## config.mk

```make
export PLATFORM = sky130hd
export DESIGN_NAME = uart_cmd_top
export DESIGN_NICKNAME = d
export VERILOG_FILES = /design/src/uart_pkg.sv /design/src/tx_fifo.sv /design/src/cmd_splitter.sv /design/src/uart_tx.sv /design/src/uart_rx.sv /design/src/uart_cmd_top.sv
export SDC_FILE = /design/constraint.sdc
export NUM_CORES = 1
export LEC_CHECK = 0
export BUFFER_PORTS_ARGS = -buffer_cell sky130_fd_sc_hd__buf_2
export CAP_MARGIN = 20
export CORE_MARGIN = 5
export CORE_UTILIZATION = 50
export CTS_CLUSTER_SIZE = 30
export DETAILED_ROUTE_END_ITERATION = 16
export HOLD_SLACK_MARGIN = 0.05
export PLACE_DENSITY = 0.71
export SETUP_SLACK_MARGIN = 0.05
export SYNTH_ARGS = -nofsm -noshare
export SYNTH_HDL_FRONTEND = slang
export SYNTH_SLANG_ARGS = --single-unit
```

## constraint.sdc

```tcl
create_clock -name clk -period 3.5 [get_ports clk]
set_input_delay 0.35 -clock clk [delete_from_list [all_inputs] [get_ports clk]]
set_output_delay 0.35 -clock clk [all_outputs]
set_load 0.05 [all_outputs]
```

## src/uart_pkg.sv

```systemverilog
package uart_pkg;

  // serial timing, scaled down for simulation
  localparam int clks_per_bit = 8;
  localparam int frame_bits = 11;

  localparam int fifo_depth = 4;

  // 0 leaves parity_err at zero
  localparam bit rx_parity_check = 1'b1;

  // derived widths
  localparam int baud_cnt_w = $clog2(clks_per_bit);
  localparam int bit_cnt_w = $clog2(frame_bits);
  localparam int fifo_ptr_w = $clog2(fifo_depth);

  // sent as two bytes, {rd_flag, addr} first and data second
  typedef struct packed {
    logic       rd_flag;
    logic [6:0] addr;
    logic [7:0] data;
  } cmd_t;

  // last marks the second byte of a command
  typedef struct packed {
    logic [7:0] data;
    logic       last;
  } tx_byte_t;

  typedef struct packed {
    logic [7:0] data;
    logic       parity_err;
    logic       frame_err;
  } rx_result_t;

endpackage

```

## src/tx_fifo.sv

```systemverilog
`timescale 1ns/1ns

module tx_fifo
  import uart_pkg::*;
(
  input  logic     clk,
  input  logic     rst_n,
  input  logic     wr_en,
  input  tx_byte_t wr_data,
  output logic     full,
  input  logic     rd_en,
  output tx_byte_t rd_data,
  output logic     empty
);

  tx_byte_t mem [fifo_depth];

  logic [fifo_ptr_w-1:0] wr_ptr;
  logic [fifo_ptr_w-1:0] rd_ptr;
  logic [fifo_ptr_w:0]   count;
  logic [fifo_ptr_w:0]   count_nxt;
  logic                  do_wr;
  logic                  do_rd;

  assign do_wr = wr_en && !full;
  assign do_rd = rd_en && !empty;

  // head entry, no read latency
  assign rd_data = mem[rd_ptr];

  always_comb begin
    case ({do_wr, do_rd})
      2'b10:   count_nxt = count + 1'b1;
      2'b01:   count_nxt = count - 1'b1;
      default: count_nxt = count;
    endcase
  end

  always_ff @(posedge clk or negedge rst_n) begin
    if (!rst_n) begin
      wr_ptr <= '0;
      rd_ptr <= '0;
      count  <= '0;
      full   <= 1'b0;
      empty  <= 1'b1;
    end else begin
      if (do_wr) wr_ptr <= wr_ptr + 1'b1;
      if (do_rd) rd_ptr <= rd_ptr + 1'b1;
      count <= count_nxt;
      full  <= (count_nxt == (fifo_ptr_w + 1)'(fifo_depth));
      empty <= (count_nxt == '0);
    end
  end

  always_ff @(posedge clk) begin
    if (do_wr) begin
      mem[wr_ptr] <= wr_data;
    end
  end

endmodule

```

## src/cmd_splitter.sv

```systemverilog
`timescale 1ns/1ns

module cmd_splitter
  import uart_pkg::*;
(
  input  logic     clk,
  input  logic     rst_n,
  input  cmd_t     cmd,
  input  logic     cmd_vld,
  output logic     cmd_rdy,
  input  logic     full,
  output logic     wr_en,
  output tx_byte_t wr_data
);

  typedef enum logic [1:0] {
    st_idle,
    st_hi,
    st_lo
  } state_t;

  state_t state;
  cmd_t   cmd_q;

  assign cmd_rdy = (state == st_idle);

  // a full FIFO holds the write in place
  assign wr_en = (state != st_idle) && !full;

  always_comb begin
    if (state == st_lo) begin
      wr_data = '{data: cmd_q.data, last: 1'b1};
    end else begin
      wr_data = '{data: {cmd_q.rd_flag, cmd_q.addr}, last: 1'b0};
    end
  end

  always_ff @(posedge clk or negedge rst_n) begin
    if (!rst_n) begin
      state <= st_idle;
    end else begin
      case (state)
        st_idle: if (cmd_vld) state <= st_hi;
        st_hi:   if (!full) state <= st_lo;
        st_lo:   if (!full) state <= st_idle;
        default: state <= st_idle;
      endcase
    end
  end

  always_ff @(posedge clk) begin
    if (cmd_vld && cmd_rdy) begin
      cmd_q <= cmd;
    end
  end

endmodule

```

## src/uart_tx.sv

```systemverilog
`timescale 1ns/1ns

module uart_tx
  import uart_pkg::*;
(
  input  logic     clk,
  input  logic     rst_n,
  input  logic     empty,
  input  tx_byte_t rd_data,
  output logic     rd_en,
  output logic     tx
);

  logic                  busy;
  logic [baud_cnt_w-1:0] baud_cnt;
  logic [bit_cnt_w-1:0]  bit_cnt;
  logic [frame_bits-1:0] shift_q;
  logic                  baud_last;

  // pop only from idle, so frames are always one cycle apart
  assign rd_en = !busy && !empty;

  assign baud_last = (baud_cnt == baud_cnt_w'(clks_per_bit - 1));

  // shift register fills with ones, so tx idles high
  assign tx = shift_q[0];

  always_ff @(posedge clk or negedge rst_n) begin
    if (!rst_n) begin
      busy     <= 1'b0;
      baud_cnt <= '0;
      bit_cnt  <= '0;
      shift_q  <= '1;
    end else if (rd_en) begin
      busy     <= 1'b1;
      baud_cnt <= '0;
      bit_cnt  <= '0;
      // stop, odd parity, data lsb first, start
      shift_q  <= {1'b1, ~^rd_data.data, rd_data.data, 1'b0};
    end else if (busy) begin
      if (baud_last) begin
        baud_cnt <= '0;
        shift_q  <= {1'b1, shift_q[frame_bits-1:1]};
        if (bit_cnt == bit_cnt_w'(frame_bits - 1)) begin
          busy <= 1'b0;
        end else begin
          bit_cnt <= bit_cnt + 1'b1;
        end
      end else begin
        baud_cnt <= baud_cnt + 1'b1;
      end
    end
  end

endmodule

```

## src/uart_rx.sv

```systemverilog
`timescale 1ns/1ns

module uart_rx
  import uart_pkg::*;
(
  input  logic       clk,
  input  logic       rst_n,
  input  logic       rx,
  output rx_result_t read_data,
  output logic       read_rdy
);

  typedef enum logic [2:0] {
    rx_idle,
    rx_start,
    rx_data,
    rx_parity,
    rx_stop
  } rx_state_t;

  rx_state_t             state;
  logic                  rx_meta;
  logic                  rx_sync;
  logic                  rx_prev;
  logic [baud_cnt_w-1:0] baud_cnt;
  logic [2:0]            bit_idx;
  logic [7:0]            data_q;
  logic                  par_q;
  logic                  start_fall;
  logic                  half_tick;
  logic                  bit_tick;

  assign start_fall = rx_prev && !rx_sync;
  assign half_tick  = (baud_cnt == baud_cnt_w'(clks_per_bit / 2 - 1));
  // one full bit after mid-start lands mid-bit
  assign bit_tick   = (baud_cnt == baud_cnt_w'(clks_per_bit - 1));

  always_ff @(posedge clk or negedge rst_n) begin
    if (!rst_n) begin
      rx_meta <= 1'b1;
      rx_sync <= 1'b1;
      rx_prev <= 1'b1;
    end else begin
      rx_meta <= rx;
      rx_sync <= rx_meta;
      rx_prev <= rx_sync;
    end
  end

  always_ff @(posedge clk or negedge rst_n) begin
    if (!rst_n) begin
      state    <= rx_idle;
      baud_cnt <= '0;
      bit_idx  <= '0;
      read_rdy <= 1'b0;
    end else begin
      read_rdy <= 1'b0;
      case (state)
        rx_idle: begin
          baud_cnt <= '0;
          if (start_fall) state <= rx_start;
        end
        rx_start: begin
          if (half_tick) begin
            baud_cnt <= '0;
            bit_idx  <= '0;
            // glitch rather than start bit
            state    <= rx_sync ? rx_idle : rx_data;
          end else begin
            baud_cnt <= baud_cnt + 1'b1;
          end
        end
        rx_data: begin
          if (bit_tick) begin
            baud_cnt <= '0;
            if (bit_idx == 3'd7) state <= rx_parity;
            else bit_idx <= bit_idx + 1'b1;
          end else begin
            baud_cnt <= baud_cnt + 1'b1;
          end
        end
        rx_parity: begin
          if (bit_tick) begin
            baud_cnt <= '0;
            state    <= rx_stop;
          end else begin
            baud_cnt <= baud_cnt + 1'b1;
          end
        end
        rx_stop: begin
          if (bit_tick) begin
            state    <= rx_idle;
            read_rdy <= 1'b1;
          end else begin
            baud_cnt <= baud_cnt + 1'b1;
          end
        end
        default: state <= rx_idle;
      endcase
    end
  end

  always_ff @(posedge clk) begin
    if (state == rx_data && bit_tick) data_q <= {rx_sync, data_q[7:1]};
    if (state == rx_parity && bit_tick) par_q <= rx_sync;
    if (state == rx_stop && bit_tick) begin
      read_data.data       <= data_q;
      // odd parity over data and parity bit
      read_data.parity_err <= rx_parity_check && !(^{data_q, par_q});
      read_data.frame_err  <= !rx_sync;
    end
  end

endmodule

```

## src/uart_cmd_top.sv

```systemverilog
`timescale 1ns/1ns

module uart_cmd_top
  import uart_pkg::*;
(
  input  logic       clk,
  input  logic       rst_n,
  input  cmd_t       cmd,
  input  logic       cmd_vld,
  output logic       cmd_rdy,
  output logic       tx,
  input  logic       rx,
  output rx_result_t read_data,
  output logic       read_rdy
);

  logic     wr_en;
  tx_byte_t wr_data;
  logic     full;
  logic     rd_en;
  tx_byte_t rd_data;
  logic     empty;

  cmd_splitter u_splitter (
    .clk     (clk),
    .rst_n   (rst_n),
    .cmd     (cmd),
    .cmd_vld (cmd_vld),
    .cmd_rdy (cmd_rdy),
    .full    (full),
    .wr_en   (wr_en),
    .wr_data (wr_data)
  );

  tx_fifo u_fifo (
    .clk     (clk),
    .rst_n   (rst_n),
    .wr_en   (wr_en),
    .wr_data (wr_data),
    .full    (full),
    .rd_en   (rd_en),
    .rd_data (rd_data),
    .empty   (empty)
  );

  uart_tx u_tx (
    .clk     (clk),
    .rst_n   (rst_n),
    .empty   (empty),
    .rd_data (rd_data),
    .rd_en   (rd_en),
    .tx      (tx)
  );

  // receive path runs independently of the command chain
  uart_rx u_rx (
    .clk       (clk),
    .rst_n     (rst_n),
    .rx        (rx),
    .read_data (read_data),
    .read_rdy  (read_rdy)
  );

endmodule

```

==> qor.csv <==
metric,value,unit
status,"finished, final reports clean",
hold_violations,0,
cts-root-buf,clkbuf_8,
drt-total-wl,6.58,mm
synthToLayoutAreaGrowth,10.5,%
power_density,639,nW/um^2
post-cts-setup-buffer-count,0,
period_share,73.0,%
synthTopCellsByCount,"67 x edfxtp_1, 28 x dfrtp_1, 28 x nor2_1",
grt_pass1_wl,11.6,mm
fin_cells,448,
clockBufferDepth,2,
fmax,392,MHz
ys_types,38,
yosysTopAreaCell,edfxtp_1,
regToRegSetupSlack,950,ps
slew_violations,0,
post-dp-hpwl,4.56,mm
cts_inserted_buffers,9,
syn-cell-area,4490,sq um
tightest_slew,925,ps
antenna-diode-count,0,
clkTransAtPathRegs,110,ps
die_w,105,um
ir_drop,426,uV
ys.flop_type,edfxtp_1,
place_inst,430,
viasPerCell,5.21,
ys.warnings.count,0,
critPathLaunchType,register,
r2r_cells,7,
setup-tns-final,0,ps
die_area,11000,sq um
cts.sinks,109,
worstReg2RegStart,u_tx.busy,
whs,106,ps
crit_type,register to register,
synth.net_count,335,
route.vias.total,2333,
cts_max_level,3,
nNetsFinal,371,
r2r-end,u_fifo.full,
drt_iter0_drc,135,
finalSetupViolations,0,
overflow,0,
synth_edf_count,67,
ctsResizeCount,0,
first_pass_iters,4,
required,3810,ps
crit_top_cell,or2_2,
async_flop_share,38.5,%
maxSlewHeadroom,38.3,%
ys_seq_elements,109,
cap_violations,0,
postSynthCellCount,299,
grt_pass1_vias,2413,
grt_antenna_before_repair,0,
slowest_delay,500,ps
worstPathArrival,2870,ps
io_buffers,32,
drive_gt1_share,23.2,%
synth_area_per_cell,15.0,sq um
synth_top_area_share,44.8,%
yosysSeqAreaShare,68.6,%
cts_tree,yes,
critPathCaptureType,register,
io_pins,33,
row_count,34,
worstPathCellList,or2_2 -> inv_1 -> ha_1 -> fa_1 -> mux2_2 -> or2_2 -> nor2b_1,
wl_per_cell,14.7,um
drcViolationCount,0,
skew,8.81,ps
core_area,8720,sq um
leakage,1.94,nW
synth.area.top_cells,"edfxtp_1 45%, dfrtp_1 16%, dfstp_2 8.2%, ha_1 4.2%, mux4_1 3.5%",
grt_max_degree,43,
die_h,105,um
initial_utilization,51.5,%
place.gp.congestion,0.788,
critical_path.max_fanout,11,
cp_slowest_cell,dfrtp_1,
yosysMostFrequentCell,edfxtp_1,
fin_crit,2550,ps
rsz0062_at_grt,no,
min_path_type,input port to async pin,
grt_usage,13.1,%
clock_latency,370,ps
postCtsHoldBufs,1,
antenna_left,0,
==> through the flow <==
stage / utilization [%] / setup slack [ps] / total power, W / instance area [sq um]
after floorplan: - / 724 / 0.00230 / 4490
after global placement: 54.4 / 1040 / 0.00244 / 4750
after detailed placement: 54.4 / 940 / 0.00247 / 4750
after CTS: 56.8 / 940 / 0.00322 / 4960
after global routing: 56.9 / 817 / 0.00338 / 4960
final: 56.9 / 946 / 0.00317 / 4960
==> flip-flops by register name, indices dropped and copies added, names as in the netlist <==
| register | flops |
|---|---|
| u_tx.baud_cnt | 3 |
| u_fifo.rd_ptr | 2 |
| u_rx.par_q | 1 |
| u_fifo.mem | 32 |
| u_rx.data_q | 8 |
| u_rx.rx_meta | 1 |
| u_tx.shift_q | 10 |
| u_fifo.full | 1 |
| u_rx.bit_idx | 3 |
| u_rx.read_data | 10 |
| u_tx.bit_cnt | 4 |
| u_splitter.state | 2 |
| u_fifo.count | 3 |
| u_rx.baud_cnt | 3 |
| u_rx.read_rdy | 1 |
| u_rx.state | 3 |
| u_fifo.wr_ptr | 2 |
| u_tx.busy | 1 |
| u_splitter.cmd_q | 16 |
| u_rx.rx_sync | 1 |
| u_rx.rx_prev | 1 |
| u_fifo.empty | 1 |
==> worst max-delay path: cells and delay by family (launching register included) <==
| family | cells | cell delay [ps] |
|---|---|---|
| flops | 1 | 500 |
| mux | 1 | 280 |
| simple gates | 3 | 850 |
| fa+ha+maj | 2 | 650 |
| buf+inv | 1 | 210 |
==> cell families (layout without fill, tap and decap cells) <==
group	Yosys count	after routing	synth area share, %
DFF	109	109	68.6
xor gates and xnor gates	21	21	4.09
and+or+nand+nor	72	72	7.27
muxes	23	23	8.16
buffers and inverters	19	60	1.81
adders and majority gates	16	16	4.62
AOI/OAI and AO/OA	39	39	5.46
==> area by class of cell <==
| type | count | area [sq um] |
|---|---|---|
| tap | 108 | 135 |
| clock buffer | 9 | 124 |
| fill | 673 | 3760 |
| sequential | 109 | 3080 |
| timing repair buffer | 35 | 185 |
| clock inverter | 7 | 76.3 |
| multi-input combinational | 171 | 1330 |
| inverter | 9 | 33.8 |
==> metal layers <==
layer  wire [um]  GRT usage, %  part of all wire, %  vias up
met2        3080          20.2                   47       47
met5           0             0                    0        -
met4         118          6.12                  1.8        0
met1        3110          17.7                   47     1116
li1            -             -                    -     1157
met3         282          3.21                  4.3       13
==> cells in the final DEF (no fill, tap or decap), drive strengths merged, types with 2 or more instances in the layout <==
| cell | synthesis | layout |
|---|---|---|
| o21ai | 14 | 14 |
| dfrtp | 28 | 28 |
| mux2i | 4 | 4 |
| nor2b | 4 | 4 |
| nand2b | 5 | 5 |
| nand2 | 18 | 18 |
| xnor2 | 18 | 18 |
| and2 | 6 | 6 |
| a21oi | 5 | 5 |
| edfxtp | 67 | 67 |
| mux4 | 8 | 8 |
| ha | 15 | 15 |
| dfstp | 14 | 14 |
| buf | 2 | 33 |
| mux2 | 11 | 11 |
| clkinv | 0 | 3 |
| clkbuf | 8 | 10 |
| inv | 9 | 13 |
| xor2 | 3 | 3 |
| or2 | 2 | 2 |
| nor2 | 28 | 28 |
| nor3 | 5 | 5 |
| a22o | 5 | 5 |
| o22ai | 8 | 8 |
| nand3 | 2 | 2 |
==> worst max path at each step <==
stage                         from            to
2_1_floorplan  u_splitter.state[0]   u_fifo.full
3_3_place_gp             u_tx.busy   u_fifo.full
3_5_place_dp             u_tx.busy   u_fifo.full
4_1_cts                  u_tx.busy   u_fifo.full
5_1_grt                  u_tx.busy  u_fifo.empty
6_report                 u_tx.busy   u_fifo.full
==> report_power, final <==
part	internal, W	switching, W	leakage (nW)
registers	0.00166	0.000104	1.11
clock network	0.000284	0.000461	0.101
logic	0.000293	0.000376	0.723
total	0.00223	0.000941	1.94
Note: power is estimated with default switching activity, not from simulation.
